### src/common_pkg.sv
package common_pkg;

	// plain word types, no signedness implied
	typedef logic [31:0] u32;
	typedef logic [63:0] u64;

	typedef logic [4:0] u5; // register index

endpackage

### src/pipe_if.sv


// execute result on its way to the register file
interface wb_if;
	import common_pkg::*;

	logic valid;
	u5    rd;
	u64   result;

	modport source  (output valid, rd, result);
	modport sink    (input valid, rd, result);
	modport monitor (input valid, rd, result); // decode peeks for forwarding
endinterface

### src/reg_writeback.sv
`timescale 1ns/1ns

module reg_writeback #(
	parameter int REG_COUNT = 32
) (
	input  logic           clk,
	input  logic           rst_n,
	input  common_pkg::u5  rs1_addr,
	input  common_pkg::u5  rs2_addr,
	wb_if.sink             wb,
	output common_pkg::u64 rs1_data,
	output common_pkg::u64 rs2_data,
	output logic           out_valid,
	output common_pkg::u5  out_rd,
	output common_pkg::u64 out_result
);
	import common_pkg::*;

	localparam int IDX_W = $clog2(REG_COUNT);

	u64 regs [REG_COUNT];

	always_ff @(posedge clk) begin
		if (!rst_n) begin
			for (int k = 0; k < REG_COUNT; k++)
				regs[k] <= '0;
		end else if (wb.valid) begin
			regs[wb.rd[IDX_W-1:0]] <= wb.result;
		end
	end

	// x0 and anything past the file read as zero
	assign rs1_data = (rs1_addr != '0 && int'(rs1_addr) < REG_COUNT) ?
	                  regs[rs1_addr[IDX_W-1:0]] : '0;
	assign rs2_data = (rs2_addr != '0 && int'(rs2_addr) < REG_COUNT) ?
	                  regs[rs2_addr[IDX_W-1:0]] : '0;

	always_ff @(posedge clk) begin
		if (!rst_n)
			out_valid <= 1'b0;
		else
			out_valid <= wb.valid;
	end

	always_ff @(posedge clk) begin
		out_rd <= wb.rd;
		out_result <= wb.result; // mirrors the value just written
	end

	a_rd_in_range: assert property (@(posedge clk) disable iff (!rst_n)
		wb.valid |-> int'(wb.rd) < REG_COUNT);

endmodule

### src/flat_wrapper.sv
// flat-port wrapper written by rule: the top's interface ports become plain ports
module reg_writeback_flat import common_pkg::*;
#(
	parameter int REG_COUNT = 32
)
  (clk, rst_n, rs1_addr, rs2_addr, rs1_data, rs2_data, out_valid, out_rd, out_result, wb_valid, wb_rd, wb_result);
  wb_if wb_i ();
  input  logic clk;
  input  logic rst_n;
  input  common_pkg::u5 rs1_addr;
  input  common_pkg::u5 rs2_addr;
  output common_pkg::u64 rs1_data;
  output common_pkg::u64 rs2_data;
  output logic out_valid;
  output common_pkg::u5 out_rd;
  output common_pkg::u64 out_result;
  input wire logic [$bits(wb_i.valid)-1:0] wb_valid;
  input wire logic [$bits(wb_i.rd)-1:0] wb_rd;
  input wire logic [$bits(wb_i.result)-1:0] wb_result;
  assign wb_i.valid = wb_valid;
  assign wb_i.rd = wb_rd;
  assign wb_i.result = wb_result;
  reg_writeback #(.REG_COUNT(REG_COUNT)) u_core (.clk(clk), .rst_n(rst_n), .rs1_addr(rs1_addr), .rs2_addr(rs2_addr), .wb(wb_i), .rs1_data(rs1_data), .rs2_data(rs2_data), .out_valid(out_valid), .out_rd(out_rd), .out_result(out_result));
endmodule
### config.mk
export PLATFORM = sky130hd
export DESIGN_NAME = reg_writeback_flat
export DESIGN_NICKNAME = d
export VERILOG_FILES = /design/src/common_pkg.sv /design/src/pipe_if.sv /design/src/reg_writeback.sv /design/src/flat_wrapper.sv
export SDC_FILE = /design/constraint.sdc
export NUM_CORES = 2
export LEC_CHECK = 0
export CAP_MARGIN = 5
export CORE_UTILIZATION = 35
export DETAILED_ROUTE_END_ITERATION = 6
export DONT_BUFFER_PORTS = 1
export PLACE_DENSITY = 0.58
export SYNTH_ARGS = -nofsm -noshare
export SYNTH_HDL_FRONTEND = slang
export SYNTH_SLANG_ARGS = --single-unit
### constraint.sdc
create_clock -name clk -period 7.85 [get_ports clk]
set_input_delay 0.785 -clock clk [delete_from_list [all_inputs] [get_ports clk]]
set_output_delay 0.785 -clock clk [all_outputs]
set_load 0.005 [all_outputs]
# Word level (Yosys, flattened, before mapping)
# Memories as Yosys holds them, arrays and structs flattened.
# Cells that the tools add are included.
[totals]
n_memories = 1
register_bits = 70
ramBits = 2048
[classes]
n_reduce_logical = 3
mux = 9
[mem_list]
columns = ["memory", "depth", "word_bits", "rd", "rd_ports_with_merged_regs", "wr", "line_no", "source"]
rows = [
  ["u_core.regs", 32, 64, 2, 0, 32, "reg_writeback.sv:21", "u64 regs [REG_COUNT];"],
]
[ops]
columns = ["operator", "n"]
rows = [
  ["$mux 64", 3],
  ["$reduce_or 64->1", 1],
  ["$reduce_bool 5->1", 2],
  ["$mux 1", 5],
  ["$mux 5", 1],
]

# Depth between registers and ports, before layout
[logic_depth]
word_depth = 5
ltp_mapped = 10
mapped_depth_nobuf = 5

# Worst setup path after synthesis
# No wires, ideal clock.
[synth_path]
path_type = "input-to-reg"
from = "input port wb_rd[1]"
to = "memory u_core.regs[24][0] (netlist bit), enable pin"
stages = 4
path_slack_ps = 1232
t_required_ps = 7275
arrival_ps = 6043
path_buffers = 2
path_cell_list = "or3_1 clkbuf_1 clkbuf_1 o21ai_0"
[synth_rtl]
columns = ["item", "line_no", "source"]
rows = [
  ["start: declaration", "flat_wrapper.sv:18", "input wire logic [$bits(wb_i.rd)-1:0] wb_rd;"],
  ["end: declaration", "reg_writeback.sv:21", ""],
]

# Worst setup path in the final report
[layout_path]
from = "input port rs1_addr[0]"
to = "output port rs1_data[53]"
[layout_via]
elab_chain_cells = 2
elab_cells_between_ends = 3
classes_between = "mux: 1; reduce/logical: 1; memory: 1"
[layout_lines]
columns = ["item", "line_no", "source"]
rows = [
  ["start: declaration", "flat_wrapper.sv:10", "input common_pkg::u5 rs1_addr;"],
  ["$mem_v2 32x64 / $reduce_bool 5->1 (equally long branches)", "n/a", ""],
  ["$mux 64 (*)", "reg_writeback.sv:33", "assign rs1_data = (rs1_addr != '0 && int'(rs1_addr) < REG_COUNT) ?"],
  ["end: declaration", "flat_wrapper.sv:12", "output common_pkg::u64 rs1_data;"],
]
# Every way passes the cells marked *; elsewhere a longest branch is shown, timed or not.

==> impl_metrics.yaml <==
layout:
  fin_nets: 7168
  drive_gt1_frac: 0.200
  finalInstanceArea_um2: 123000
  utilization: 0.395
  fillCellCount: 28379
  area_delta_synth_final_pct: 11.8
yosys:
  synth_top_cell_area_share: 0.557
  synth_cell_types: 50
  synth_area_um2: 110000
  synth_common_cells: "and2_1 (2051), edfxtp_1 (2048), mux4_2 (843)"
  synth_cells: 7332
  yosysWarnings: 0
  synth_most_common_cell: "and2_1"
  async_flop_share: 0
  syn_nets: 7414
  synth_area_leader_cell: "edfxtp_1"
  synthFlopType: "edfxtp_1"
  synth_area_leaders: "edfxtp_1 (56%), mux4_2 (17%), and2_1 (12%)"
  syn_area_per_cell_um2: 15.1
  ys_ff_latch: 2118
  synth_edf_count: 2048
  ys_seq_area_frac: 0.570
floorplanning:
  dieWidth_um: 564
  die_y_um: 564
  dieArea_um2: 318000
  initial_core_util: 0.353
  io_pins: 280
  core-area_um2: 313000
  num_rows: 205
timing:
  fin_tns_setup_ns: 0
  tightest_slew_ns: 2.52
  setup_viol: 0
  hold_violations: 0
  fin_crit_sh: 0.860
  max_freq_mhz: 148
  rsz0062_at_grt: "no"
  period_needed_ns: 6.75
  relSlewSlack: -0.682
  slew_viol_final: 231
global_route:
  grt_use_total: 0.279
  grt_pass1_wl_um: 609000
  grt-ovfl-total: 0
  antenna_found_initial: 63
  grt_max_degree: 627
  grt_pass1_vias: 71583
outcome:
  status: "finished with violations"
  violations: "slew limit"
pwr:
  pwr-share-seq: 0.481
  max-vdd-ir-drop_uv: 201
  p_int_w: 0.0206
  power.net_switching_w: 0.00703
  p_leak_nw: 42.3
  power_frac_comb: 0.110
  powerDensity_nw_per_um2: 224
  power.share.clock: 0.409
  switching_share: 0.254
clocking:
  clockBufferDepth: 4
  cts_tree: "built"
  cts_buffers: 241
  cts.sinks: 2118
  clk_pin_slew_ns: 0.06
  root_buffer: "clkbuf_16"
  htreeDepth: 4
run:
  cap_violations: 0
hold_path:
  worst_hold_path.endpoint: "u_core.regs[28][56]"
  hp-start: "wb_result[56]"
  min_path_cells: 1
  hold_class: "input port to flop"
drt:
  first_iter_violations: 11965
  drt_pass1_iterations: 7
  wirelength_um: 452000
  routed_via_density: 6.35
  wl_per_cell_um: 39.4
  drc_errors: 0
  vias: 72861
  ant_nets: 0
placed_design:
  gp_congestion: 0.845
  postPlaceCellArea_um2: 114000
  dp_hpwl_um: 229000
  numPortBuffers: 0
worst_setup_path:
  crit_arrival_ns: 5.96
  end_kind: "primary output"
  startpoint_type: "input port"
  cp_max_fo: 147
  required_ns: 7.07
  critical_path_class: "input port to primary output"
placed cells by master, fill, tap and decap left out, types with 21 or more instances in the layout:
cell type / instances
mux2i_1: 574
nor2_1: 109
diode_2: 55
a21o_1: 24
dfxtp_1: 70
mux4_2: 843
clkinv_1: 36
a21boi_0: 21
clkbuf_16: 244
o221ai_1: 73
a211oi_1: 80
clkbuf_1: 74
o22ai_1: 118
nand2_1: 22
clkbuf_8: 25
clkinv_2: 33
o21ai_4: 32
and2_1: 2050
edfxtp_1: 2048
dlygate4sd3_1: 113
nor2b_1: 21
buf_4: 149
nor2_4: 33
nor3_1: 42
a22oi_1: 86
a21oi_1: 94
a22o_1: 50
o21ai_0: 29
power groups by stage:
| stage | Sequential (W) | Combinational (W) | Clock (W) |
|---|---|---|---|
| CTS | 0.0133 | 0.00273 | 0.0114 |
| global placement | 0.0135 | 0.00258 | 0 |
| finish | 0.0133 | 0.00304 | 0.0113 |
| floorplan | 0.0135 | 0.00192 | 0 |
| detailed placement | 0.0135 | 0.00258 | 0 |
| global route | 0.0134 | 0.00310 | 0.0118 |
layout make-up:
type                    instances  area (um^2)  area share
diodes                         55          138     0.00112
clock buffers                 343         6730      0.0545
clock inverters                99          986     0.00799
inverters                       1         3.75   0.0000304
multi-input cells            4429        44500       0.360
flip-flops and latches       2118        62900       0.510
well taps                    4140         5180      0.0420
repair buffers                295         2980      0.0242
worst max path at each step:
| stage | startpoint | end | cells after the start |
|---|---|---|---|
| global route | rs1_addr[0] | rs1_data[53] | 9 |
| floorplan | wb_rd[1] | u_core.regs[24][0] | 4 |
| finish | rs1_addr[0] | rs1_data[53] | 9 |
| detailed placement | rs1_addr[1] | rs1_data[20] | 9 |
| global placement | rs1_addr[1] | rs1_data[17] | 9 |
| CTS | rs1_addr[1] | rs1_data[20] | 9 |
stage by stage:
stage,setup WS (ns),hold WS (ns),std cells,power [W]
floorplan,1.23,0.813,7332,0.0154
global placement,2.40,0.813,10854,0.0161
detailed placement,2.91,0.813,10858,0.0161
CTS,2.91,0.0000770,11413,0.0274
global route,0.760,0.000557,11431,0.0282
finish,1.10,0.0157,11480,0.0277
state kept, by name, indices dropped and copies added (netlist names):
signal             flops
u_core.out_valid       1
u_core.out_result     64
u_core.out_rd          5
u_core.regs         2048
critical path, stage by stage:
cell       delay (ns)
buf_16           0.53
buf_16           0.77
buf_16           0.68
nand3b_1         0.84
nor2_1           0.26
a2111oi_0        0.08
a21oi_1          0.19
a21boi_0         0.94
buf_4            0.25
routing by layer:
layer  vias up  global-route usage  wire length (um)
met5         -                   0               150
met1     38549               0.360            165000
met4        22               0.142             25400
met3      1043              0.0731             55700
met2      5537               0.433            206000
li1      27710                   -                 -
kinds of logic (layout without fill, tap and decap cells):
group | after synthesis | count (layout) | share of synthesized area
flip-flops | 2118 | 2118 | 0.570
AO/OA/AOI/OAI | 673 | 673 | 0.0431
AND/OR/NAND/NOR | 2329 | 2329 | 0.128
other | 0 | 55 | 0
multiplexers | 1427 | 1427 | 0.225
buffers and inverters | 785 | 738 | 0.0336
what timing repair did:
action,CTS,global route
hold buffers,113,0
buffers inserted,0,0
hold endpoints to repair,715,0
gates resized for setup,0,0
Power figures use the tool's default switching activity.
