$ cat src/common_pkg.sv
package common_pkg;

	// plain word types, no signedness implied
	typedef logic [31:0] u32;
	typedef logic [63:0] u64;

	typedef logic [4:0] u5; // register index

endpackage

$ cat src/pipes_pkg.sv
package pipes_pkg;

	// alu operation select, shared with the rest of the core
	typedef enum logic [4:0] {
		ALU_ADD,
		ALU_SUB,
		ALU_AND,
		ALU_OR,
		ALU_XOR,
		ALU_S_LESS,
		ALU_U_LESS,
		ALU_L_SL,
		ALU_L_SR,
		ALU_A_SR,
		ALU_ADDW,
		ALU_SUBW,
		ALU_L_SLW,
		ALU_L_SRW,
		ALU_A_SRW,
		ALU_ADDIW,
		ALU_L_SLIW,
		ALU_L_SRIW,
		ALU_A_SRIW,
		ALU_B,         // branch compare, result unused
		ALU_LINK,      // pass rd2 through
		ALU_RS1_ADD_0, // pass rd1 through
		ALU_CSRRW,
		ALU_CSRRS,
		ALU_CSRRC
	} alufunc_t;

	// one instruction word, seen as r-type or i-type
	typedef union packed {
		struct packed {
			logic [6:0]   funct7;
			common_pkg::u5 rs2;
			common_pkg::u5 rs1;
			logic [2:0]   funct3;
			common_pkg::u5 rd;
			logic [6:0]   opcode;
		} r;
		struct packed {
			logic [11:0]  imm12;
			common_pkg::u5 rs1;
			logic [2:0]   funct3;
			common_pkg::u5 rd;
			logic [6:0]   opcode;
		} i;
	} instr_u;

	// major opcodes handled by the execute path
	localparam logic [6:0] OPC_OP        = 7'b0110011;
	localparam logic [6:0] OPC_OP_IMM    = 7'b0010011;
	localparam logic [6:0] OPC_OP_32     = 7'b0111011;
	localparam logic [6:0] OPC_OP_IMM_32 = 7'b0011011;
	localparam logic [6:0] OPC_LUI       = 7'b0110111;

endpackage

$ cat src/pipe_if.sv
`timescale 1ns/1ns

// decode register contents handed to execute
interface dec_if;
	import common_pkg::*;
	import pipes_pkg::*;

	logic     valid;
	alufunc_t aluop;
	u64       op1;
	u64       op2;
	u5        rd;

	modport source (output valid, aluop, op1, op2, rd);
	modport sink   (input valid, aluop, op1, op2, rd);
endinterface

// execute result on its way to the register file
interface wb_if;
	import common_pkg::*;

	logic valid;
	u5    rd;
	u64   result;

	modport source  (output valid, rd, result);
	modport sink    (input valid, rd, result);
	modport monitor (input valid, rd, result); // decode peeks for forwarding
endinterface

$ cat src/instr_decode.sv
`timescale 1ns/1ns

module instr_decode #(
	parameter int REG_COUNT = 32
) (
	input  logic             clk,
	input  logic             rst_n,
	input  logic             in_valid,
	input  common_pkg::u32   in_instr,
	output common_pkg::u5    rs1_addr,
	output common_pkg::u5    rs2_addr,
	input  common_pkg::u64   rs1_data,
	input  common_pkg::u64   rs2_data,
	input  logic             ex_fwd_valid,
	input  common_pkg::u5    ex_fwd_rd,
	input  common_pkg::u64   ex_fwd_result,
	dec_if.source            dec,
	wb_if.monitor            wb
);
	import common_pkg::*;
	import pipes_pkg::*;

	instr_u   ins;
	alufunc_t aluop;
	logic     supported;
	logic     use_imm;
	logic     alt;     // funct7[5], picks sub / arithmetic shift
	u64       imm_i;
	u64       imm_u;
	u64       imm;
	u64       rs1_val;
	u64       rs2_val;
	logic     valid_d;

	assign ins = in_instr;
	assign alt = ins.r.funct7[5];

	assign rs1_addr = ins.r.rs1;
	assign rs2_addr = ins.r.rs2;

	// i-type immediate, and the lui immediate rebuilt from the same view
	assign imm_i = {{52{ins.i.imm12[11]}}, ins.i.imm12};
	assign imm_u = {{32{ins.i.imm12[11]}}, ins.i.imm12, ins.i.rs1, ins.i.funct3, 12'h000};

	always_comb begin
		aluop = ALU_ADD;
		supported = 1'b1;
		use_imm = 1'b1;
		imm = imm_i;
		case (ins.r.opcode)
			OPC_OP, OPC_OP_IMM: begin
				use_imm = (ins.r.opcode == OPC_OP_IMM);
				case (ins.r.funct3)
					3'b000: aluop = (alt && !use_imm) ? ALU_SUB : ALU_ADD;
					3'b001: aluop = ALU_L_SL;
					3'b010: aluop = ALU_S_LESS;
					3'b011: aluop = ALU_U_LESS;
					3'b100: aluop = ALU_XOR;
					3'b101: aluop = alt ? ALU_A_SR : ALU_L_SR; // imm bit 10 for srai
					3'b110: aluop = ALU_OR;
					default: aluop = ALU_AND;
				endcase
			end
			OPC_OP_32, OPC_OP_IMM_32: begin
				use_imm = (ins.r.opcode == OPC_OP_IMM_32);
				case (ins.r.funct3)
					3'b000: begin
						if (use_imm)
							aluop = ALU_ADDIW;
						else
							aluop = alt ? ALU_SUBW : ALU_ADDW;
					end
					3'b001: aluop = use_imm ? ALU_L_SLIW : ALU_L_SLW;
					3'b101: begin
						if (use_imm)
							aluop = alt ? ALU_A_SRIW : ALU_L_SRIW;
						else
							aluop = alt ? ALU_A_SRW : ALU_L_SRW;
					end
					default: supported = 1'b0; // no slt/logic ops in the w group
				endcase
			end
			OPC_LUI: begin
				aluop = ALU_LINK; // alu just passes op2
				imm = imm_u;
			end
			default: supported = 1'b0;
		endcase
	end

	// newest value wins: execute, then writeback, then the file
	assign rs1_val = (ex_fwd_valid && ex_fwd_rd == rs1_addr) ? ex_fwd_result :
	                 (wb.valid && wb.rd == rs1_addr)          ? wb.result     : rs1_data;
	assign rs2_val = (ex_fwd_valid && ex_fwd_rd == rs2_addr) ? ex_fwd_result :
	                 (wb.valid && wb.rd == rs2_addr)          ? wb.result     : rs2_data;

	// x0 and indices past the file are never written
	assign valid_d = in_valid && supported && (ins.r.rd != '0) &&
	                 (int'(ins.r.rd) < REG_COUNT);

	always_ff @(posedge clk) begin
		if (!rst_n)
			dec.valid <= 1'b0;
		else
			dec.valid <= valid_d;
	end

	always_ff @(posedge clk) begin
		dec.aluop <= aluop;
		dec.op1 <= rs1_val;
		dec.op2 <= use_imm ? imm : rs2_val;
		dec.rd <= ins.r.rd;
	end

	a_valid_rd: assert property (@(posedge clk) disable iff (!rst_n)
		dec.valid |-> dec.rd != '0);

	a_reset_clear: assert property (@(posedge clk) !rst_n |=> !dec.valid);

endmodule

$ cat src/flat_wrapper.sv
// flat-port wrapper written by rule: the top's interface ports become plain ports
module instr_decode_flat import common_pkg::*; import pipes_pkg::*;
#(
	parameter int REG_COUNT = 32
)
  (clk, rst_n, in_valid, in_instr, rs1_addr, rs2_addr, rs1_data, rs2_data, ex_fwd_valid, ex_fwd_rd, ex_fwd_result, dec_valid, dec_aluop, dec_op1, dec_op2, dec_rd, wb_valid, wb_rd, wb_result);
  dec_if dec_i ();
  wb_if wb_i ();
  input  logic clk;
  input  logic rst_n;
  input  logic in_valid;
  input  common_pkg::u32 in_instr;
  output common_pkg::u5 rs1_addr;
  output common_pkg::u5 rs2_addr;
  input  common_pkg::u64 rs1_data;
  input  common_pkg::u64 rs2_data;
  input  logic ex_fwd_valid;
  input  common_pkg::u5 ex_fwd_rd;
  input  common_pkg::u64 ex_fwd_result;
  output wire logic [$bits(dec_i.valid)-1:0] dec_valid;
  output wire logic [$bits(dec_i.aluop)-1:0] dec_aluop;
  output wire logic [$bits(dec_i.op1)-1:0] dec_op1;
  output wire logic [$bits(dec_i.op2)-1:0] dec_op2;
  output wire logic [$bits(dec_i.rd)-1:0] dec_rd;
  input wire logic [$bits(wb_i.valid)-1:0] wb_valid;
  input wire logic [$bits(wb_i.rd)-1:0] wb_rd;
  input wire logic [$bits(wb_i.result)-1:0] wb_result;
  assign dec_valid = dec_i.valid;
  assign dec_aluop = dec_i.aluop;
  assign dec_op1 = dec_i.op1;
  assign dec_op2 = dec_i.op2;
  assign dec_rd = dec_i.rd;
  assign wb_i.valid = wb_valid;
  assign wb_i.rd = wb_rd;
  assign wb_i.result = wb_result;
  instr_decode #(.REG_COUNT(REG_COUNT)) u_core (.clk(clk), .rst_n(rst_n), .in_valid(in_valid), .in_instr(in_instr), .rs1_addr(rs1_addr), .rs2_addr(rs2_addr), .rs1_data(rs1_data), .rs2_data(rs2_data), .ex_fwd_valid(ex_fwd_valid), .ex_fwd_rd(ex_fwd_rd), .ex_fwd_result(ex_fwd_result), .dec(dec_i), .wb(wb_i));
endmodule
$ cat config.mk
export PLATFORM = sky130hd
export DESIGN_NAME = instr_decode_flat
export DESIGN_NICKNAME = d
export VERILOG_FILES = /design/src/common_pkg.sv /design/src/pipes_pkg.sv /design/src/pipe_if.sv /design/src/instr_decode.sv /design/src/flat_wrapper.sv
export SDC_FILE = /design/constraint.sdc
export NUM_CORES = 1
export LEC_CHECK = 0
export BUFFER_PORTS_ARGS = -buffer_cell sky130_fd_sc_hd__clkbuf_2
export CAP_MARGIN = 20
export CORE_AREA = 8 8 171 173
export DETAILED_ROUTE_END_ITERATION = 8
export DIE_AREA = 0 0 179 181
export PLACE_DENSITY = 0.57
export SYNTH_ARGS = -nofsm -noshare
export SYNTH_HDL_FRONTEND = slang
export SYNTH_SLANG_ARGS = --single-unit
$ cat constraint.sdc
create_clock -name clk -period 5.65 [get_ports clk]
set_input_delay 0.8475 -clock clk [delete_from_list [all_inputs] [get_ports clk]]
set_output_delay 0.8475 -clock clk [all_outputs]
set_load 0.03 [all_outputs]
# After elaboration in Yosys (flattened, before gate mapping)
# Index checks and enable logic that the tools add are counted.
# op_classes
n_addsub	0
mul	0
div_mod_pow	0
order_cmp	0
eq_ne	15
shift	0
mux	20
n_bitwise	0
n_reduce_logical	14
# op_table
operator	count
2-to-1 mux 64 bit	5
case mux 5 bit (7 select lines)	1
2-to-1 mux 31 bit	1
case mux 5 bit (3 select lines)	2
equality test 7 x 6 -> 1 bit (second input constant)	3
equality test 5 bit	4
2-to-1 mux 5 bit	3
equality test 7 x 5 -> 1 bit (second input constant)	2
equality test 3 bit (second input constant)	3
logical AND 1 bit	7
equality test 3 x 2 -> 1 bit (second input constant)	2
OR reduction 3 bit	2
nonzero test 5 bit	1
2-to-1 mux 1 bit	4
2-to-1 mux 2 bit	2
case mux 1 bit (2 select lines)	2
OR reduction 2 bit	2
equality test 3 x 1 -> 1 bit (second input constant)	1
logical NOT 3 bit	1
logical NOT 1 bit	1
# totals
regBits	139
latch_bits	0
ramBits	0
rom_bits	0
input_bits	303
out_inout_bits	149
elab_cells	54
n_memories	0

# Longest topological paths before layout
# Gate-level depths: netlist of run 1.
# logic_depth
depth_word	6
ltp_mapped	8
mapped_depth_nobuf	5

# Worst setup path before layout of run 1
# No wires, ideal clock.
# synth_path
path_kind	input to register
start	input port wb_rd[3]
end	register u_core.dec.op2[28]
setup_time_ps	119
arrival_time_ps	2241
required_ps	5531
setup_slack_ps	3290
path_stages	7
path_buffers	2
path_cell_list	xor2_1 > nor4_1 > and3_1 > buf_6 > buf_12 > mux2_2 > o221a_2
# synth_between
elab_chain_len	5
# synth_rtl
element	line_no	rtl
start, declared	flat_wrapper.sv:26	input wire logic [$bits(wb_i.rd)-1:0] wb_rd;
equality test 5 bit	instr_decode.sv:95	(wb.valid && wb.rd == rs2_addr) ? wb.result : rs2_data;
logical AND 1 bit	instr_decode.sv:95	
2-to-1 mux 64 bit	instr_decode.sv:95	
2-to-1 mux 64 bit	instr_decode.sv:94	assign rs2_val = (ex_fwd_valid && ex_fwd_rd == rs2_addr) ? ex_fwd_result :
2-to-1 mux 64 bit	instr_decode.sv:111	dec.op2 <= use_imm ? imm : rs2_val;
end signal, assigned	instr_decode.sv:111	
end, declared	pipe_if.sv:14	modport source (output valid, aluop, op1, op2, rd);
# No other way between the ends.
# A chain may end at the register's enable or synchronous reset.

# Worst setup path in the final report of run 1
# layout_path
start	input port in_instr[16]
end	register u_core.dec.op1[27]
# layout_between
elab_chain_len	4
# layout_rtl
element	line_no	rtl
start, declared	flat_wrapper.sv:12	input common_pkg::u32 in_instr;
equality test 5 bit	instr_decode.sv:93	(wb.valid && wb.rd == rs1_addr) ? wb.result : rs1_data;
logical AND 1 bit	instr_decode.sv:93	
2-to-1 mux 64 bit	instr_decode.sv:93	
2-to-1 mux 64 bit (*)	instr_decode.sv:92	assign rs1_val = (ex_fwd_valid && ex_fwd_rd == rs1_addr) ? ex_fwd_result :
via u_core.rs1_val[27]	instr_decode.sv:31	u64 rs1_val;
end signal, assigned	instr_decode.sv:110	dec.op1 <= rs1_val;
end, declared	pipe_if.sv:14	
# Mark *: on every way through the listed nets, which the timed path passes. The rest lies on a longest branch.

==> results.json, run 1 <==
{
  "dp_cells": 1438,
  "rows": 60,
  "critical_path.max_fanout": 33,
  "tightest_slew_ps": 1030,
  "drt_iter0_markers": 288,
  "area_growth_pct": 45.27,
  "hold_violations": 0,
  "synth-seq-cells": 139,
  "drc": 0,
  "dr.pass1.iters": 5,
  "grt_max_degree": 67,
  "seq_area_mm2": 0.002783,
  "crit_start": "in_instr[16]",
  "hpwlAfterDp_um": 24210,
  "hold_start": "in_instr[10]",
  "post_cts_resized": 0,
  "whs_ps": 549.7,
  "synth_nets": 1007,
  "cts.path.max_buffers": 2,
  "drive_above_1_share_pct": 45.97,
  "cap_violations": 0,
  "grt_overflow_total": 0,
  "layout.nets": 1419,
  "post_synth.cell_area_avg_um2": 9.249,
  "status": "completed",
  "multiInputGateArea_mm2": 0.003332,
  "grtUsageTotal_pct": 18.07,
  "holdBufCountCts": 0,
  "fmax_mhz": 343.4,
  "numCtsBuffers": 17,
  "grt_pass1_wl_um": 44550,
  "ys_warn_count": 0,
  "antenna_cells": 0,
  "relSlewSlack_pct": 31.35,
  "hp-class": "in -> reg",
  "h-tree-depth": 4,
  "leakagePower_nw": 4.227,
  "path_class": "in -> reg",
  "routed_via_density": 4.707,
  "place.gp.congestion": 0.8108,
  "synth_area_leaders": "dfxtp_1, mux2i_1, o21ai_0",
  "die_height_um": 181,
  "endpoint_kind": "flip-flop",
  "ys.flop_type": "dfxtp_1",
  "cts_setup_buffers": 0,
  "synth_largest_area_cell": "dfxtp_1",
  "vias": 6919,
  "maxSlewViolCount": 0,
  "instances_no_fill": 1470,
  "netlist_top_cells_count": "dfxtp_1, o21ai_0, mux2i_1",
  "synth_edf_count": 0,
  "fp.dieW_um": 179,
  "fillers": 2795,
  "yosysSeqAreaShare_pct": 42.74,
  "fin_crit_sh_pct": 51.54,
  "ys_async_sr_fraction_pct": 0,
  "fin_crit_ps": 2912,
  "antenna_left": 0,
  "rsz0062_at_grt": "false",
  "p_per_area_mw_per_mm2": 289.6,
  "required_ps": 5910,
  "setup_viol": 0,
  "cts.reportedPaths.clkPinSlew_ps": 70,
  "pin_count": 452,
  "synth_top_area_share_pct": 42.74,
  "die_area_mm2": 0.03240,
  "ir_drop_uv": 185.2,
  "critPathCapture": "u_core.dec.op1[27]",
  "yosysMostFrequentCell": "dfxtp_1",
  "netlist_area_mm2": 0.006511,
  "synthCells": 704,
  "design.core.area_mm2": 0.02650,
  "grt_pass1_vias": 7482,
  "wl_per_cell_um": 20.91,
  "wirelength_um": 30730,
  "antenna_found_initial": 1,
  "clock_sinks": 139,
  "synth_cell_types": 45,
  "root_buffer": "clkbuf_16",
  "cp.arrival_ps": 3170,
  "initial_core_util_pct": 24.57,
  "startpoint_type": "input port",
  "setup_tns_ps": 0,
  "cts_tree": "yes",
  "port_buffers": 451
}
## how the worst min path moves through the flow
stage                                   to  slack (ps)  cells after the start
after floorplan           u_core.dec.rd[0]         880                      0
after global placement    u_core.dec.rd[4]         960                      1
after detailed placement  u_core.dec.rd[2]         960                      1
after CTS                 u_core.dec.rd[3]         530                      1
after global routing      u_core.dec.rd[3]         520                      1
final                     u_core.dec.rd[3]         550                      1
## state kept, by name, indices dropped and copies added, names as in the netlist
register          flops
u_core.dec.valid      1
u_core.dec.aluop      5
u_core.dec.op1       64
u_core.dec.rd         5
u_core.dec.op2       64
## metal layers
metal / up-vias / share of wire [%] / wire [um] / track usage (%)
met4: 0 / 2.0 / 628 / 5.491
met5: - / 0 / 0 / 0
li1: 3343 / - / - / -
met3: 32 / 8.9 / 2720 / 5.359
met1: 3209 / 40 / 12230 / 20.55
met2: 335 / 49 / 15150 / 31.72
## through the flow
stage | setup slack, ps | total power [mW] | cell area (um^2) | util, %
finish | 2738 | 2.739 | 9459 | 35.69
CTS | 2723 | 2.780 | 9459 | 35.69
global placement | 2342 | 1.603 | 8870 | 33.47
detailed placement | 2286 | 1.607 | 8870 | 33.47
global route | 2630 | 2.866 | 9459 | 35.69
floorplan | 3290 | 1.361 | 6511 | -
## critical path, cell delays in order
cell	delay, ps
clkbuf_2	140
xor2_1	180
nor4_1	270
and3_4	680
buf_4	660
mux2i_1	270
o21ai_0	90
## layout by cell type (no fill, tap or decap), drive strengths merged, types with 5 or more instances in the layout
master   count
xnor2        8
buf          8
a21oi       50
dfxtp      139
inv         10
mux2i      116
a22oi       11
o221a       12
xor2        12
mux2        12
nor2         5
clkbuf     469
o2111ai      8
o21ai      123
nand3        9
nand2       94
## cell families after synthesis
group	share of synthesized area [%]
AOI/OAI and AO/OA	19.08
DFF	42.74
and+or+nand+nor	8.993
muxes	19.91
buffers and inverters	6.591
xor gates and xnor gates	2.690
## cell type report
type                       count  share of cell area [%]
clock inverter                14                   1.693
multi-input combinational    496                   35.22
clock buffer                  18                   4.537
sequential                   139                   29.42
tap                          341                   4.511
inverter                       3                  0.1190
timing repair buffer         459                   24.50
## report_power, final
group / switching (mW) / total, mW / internal, mW
Combinational: 0.327 / 0.514 / 0.188
Sequential: 0.0191 / 1.07 / 1.05
Clock: 0.496 / 1.16 / 0.663
Total: 0.842 / 2.74 / 1.90
Power figures use the tool's default switching activity.
==> run 2, diff against run 1 <==
Settings changed: CORE_AREA 8 8 171 173 to 8 8 170 172, DIE_AREA 0 0 179 181 to 0 0 178 180, PLACE_DENSITY 0.57 to 0.59.
Clock period 5.65 ns to 2.35 ns, I/O delays scaled along.
==> results.json, run 2 (synthesis results as in run 1) <==
{
  "layout.nets": 1436,
  "grt_pass1_wl_um": 43860,
  "post_cts_resized": 0,
  "vias": 6959,
  "wirelength_um": 29880,
  "p_per_area_mw_per_mm2": 690.9,
  "fp.dieW_um": 178,
  "critical_path.max_fanout": 25,
  "holdBufCountCts": 0,
  "design.core.area_mm2": 0.02635,
  "final_common_cell": "clkbuf_2",
  "fin_crit_ps": 1729,
  "endpoint_kind": "flip-flop",
  "port_buffers": 451,
  "fin_ws_ps": 621.0,
  "cts.reportedPaths.clkPinSlew_ps": 70,
  "cp.arrival_ps": 2020,
  "path_class": "in -> reg",
  "reg_top3": "u_core.dec.op1 (64), u_core.dec.op2 (64)",
  "cap_violations": 0,
  "leakagePower_nw": 4.360,
  "power_frac_seq_pct": 38.2,
  "required_ps": 2640,
  "holdPathStages": 1,
  "pin_count": 452,
  "switching_share_pct": 30.09,
  "initial_core_util_pct": 24.71,
  "antenna_left": 0,
  "dr.pass1.iters": 4,
  "rows": 60,
  "die_area_mm2": 0.03204,
  "tightest_slew_ps": 530.0,
  "drc": 0,
  "cts_tree": "yes",
  "p_total_mw": 6.710,
  "whs_ps": 53.02,
  "grtUsageTotal_pct": 17.73,
  "antenna_cells": 0,
  "grt_overflow_total": 0,
  "antenna_found_initial": 1,
  "setup_viol": 0,
  "hpwlAfterDp_um": 23860,
  "placed_cell_area_mm2": 0.009097,
  "rsz0062_at_grt": "false",
  "root_buffer": "clkbuf_16",
  "fmax_mhz": 578.4,
  "grt_pass1_vias": 7616,
  "hold_violations": 0,
  "clockPowerShare_pct": 43.1,
  "drive_above_1_share_pct": 46.77,
  "maxSlewViolCount": 0,
  "area_growth_pct": 49.15,
  "cts_setup_buffers": 0,
  "layout_common_cells": "clkbuf_2, dfxtp_1, o21ai_0, mux2i_1, nand2_1",
  "dp_slack_ps": 211.9,
  "hold_start": "in_instr[9]",
  "hp-class": "in -> reg",
  "wl_per_cell_um": 20.09,
  "ir_drop_uv": 365.4,
  "design_area_mm2": 0.009712,
  "fin_crit_sh_pct": 73.57,
  "grt_max_degree": 65,
  "drt_iter0_markers": 305,
  "h-tree-depth": 4,
  "status": "completed",
  "hold_path_end": "u_core.dec.rd[2]",
  "power.switching_mw": 2.019,
  "setup_tns_ps": 0,
  "numCtsBuffers": 17,
  "startpoint_type": "input port",
  "pwr-share-comb_pct": 18.7,
  "p_int_mw": 4.691,
  "place.gp.congestion": 0.8443,
  "cts.path.max_buffers": 2,
  "routed_via_density": 4.680,
  "relSlewSlack_pct": 63.75,
  "die_height_um": 180,
  "clock_sinks": 139
}
[run 2: cell count changes in the layout (fill, tap and decap cells not counted), sizes merged]
cell	delta
clkinvlp	-2
buf	+17
clkinv	+2
inv	-1
bufinv	+1
[run 2: final cells by class]
class                   instances  area [um^2]
clock buffers                  18        429.2
clock inverters                14        185.2
fillers                      2734        16640
inverters                       3        11.26
multi-input cells             496         3332
flip-flops and latches        139         2783
well taps                     341        426.7
repair buffers                476         2545
[run 2: critical path, stage by stage]
cell,delay (ps)
clkbuf_2,100
xor2_1,190
nor4_1,280
and3_4,270
buf_12,200
mux2_2,360
o221a_2,250
[run 2: power groups by stage]
stage	Combinational, mW	Sequential [mW]	Clock (mW)
after floorplan	0.337	2.93	0
after global placement	1.25	2.61	0
after detailed placement	1.26	2.62	0
after CTS	1.27	2.56	2.98
after global routing	1.34	2.58	3.06
final	1.26	2.56	2.89
[run 2: stage by stage]
stage,util [%],cells
3_5_place_dp,34.53,1455
6_report,36.86,1487
2_1_floorplan,-,704
5_1_grt,36.86,1487
3_3_place_gp,34.53,1455
4_1_cts,36.86,1487
[run 2: worst max-delay path by stage]
stage	start	endpoint	cells after the start
2_1_floorplan	wb_rd[3]	u_core.dec.op2[28]	7
3_3_place_gp	wb_rd[0]	u_core.dec.op2[29]	7
3_5_place_dp	wb_rd[0]	u_core.dec.op2[29]	7
4_1_cts	wb_rd[0]	u_core.dec.op2[29]	7
5_1_grt	wb_rd[0]	u_core.dec.op2[41]	8
6_report	wb_rd[0]	u_core.dec.op2[27]	7
[run 2: routing by layer]
layer | up-vias | wire length [um] | track usage, %
met5 | - | 13 | 0
met4 | 2 | 458 | 4.470
met3 | 32 | 2832 | 6.140
met2 | 314 | 15010 | 32.15
met1 | 3226 | 11560 | 19.17
li1 | 3385 | - | -
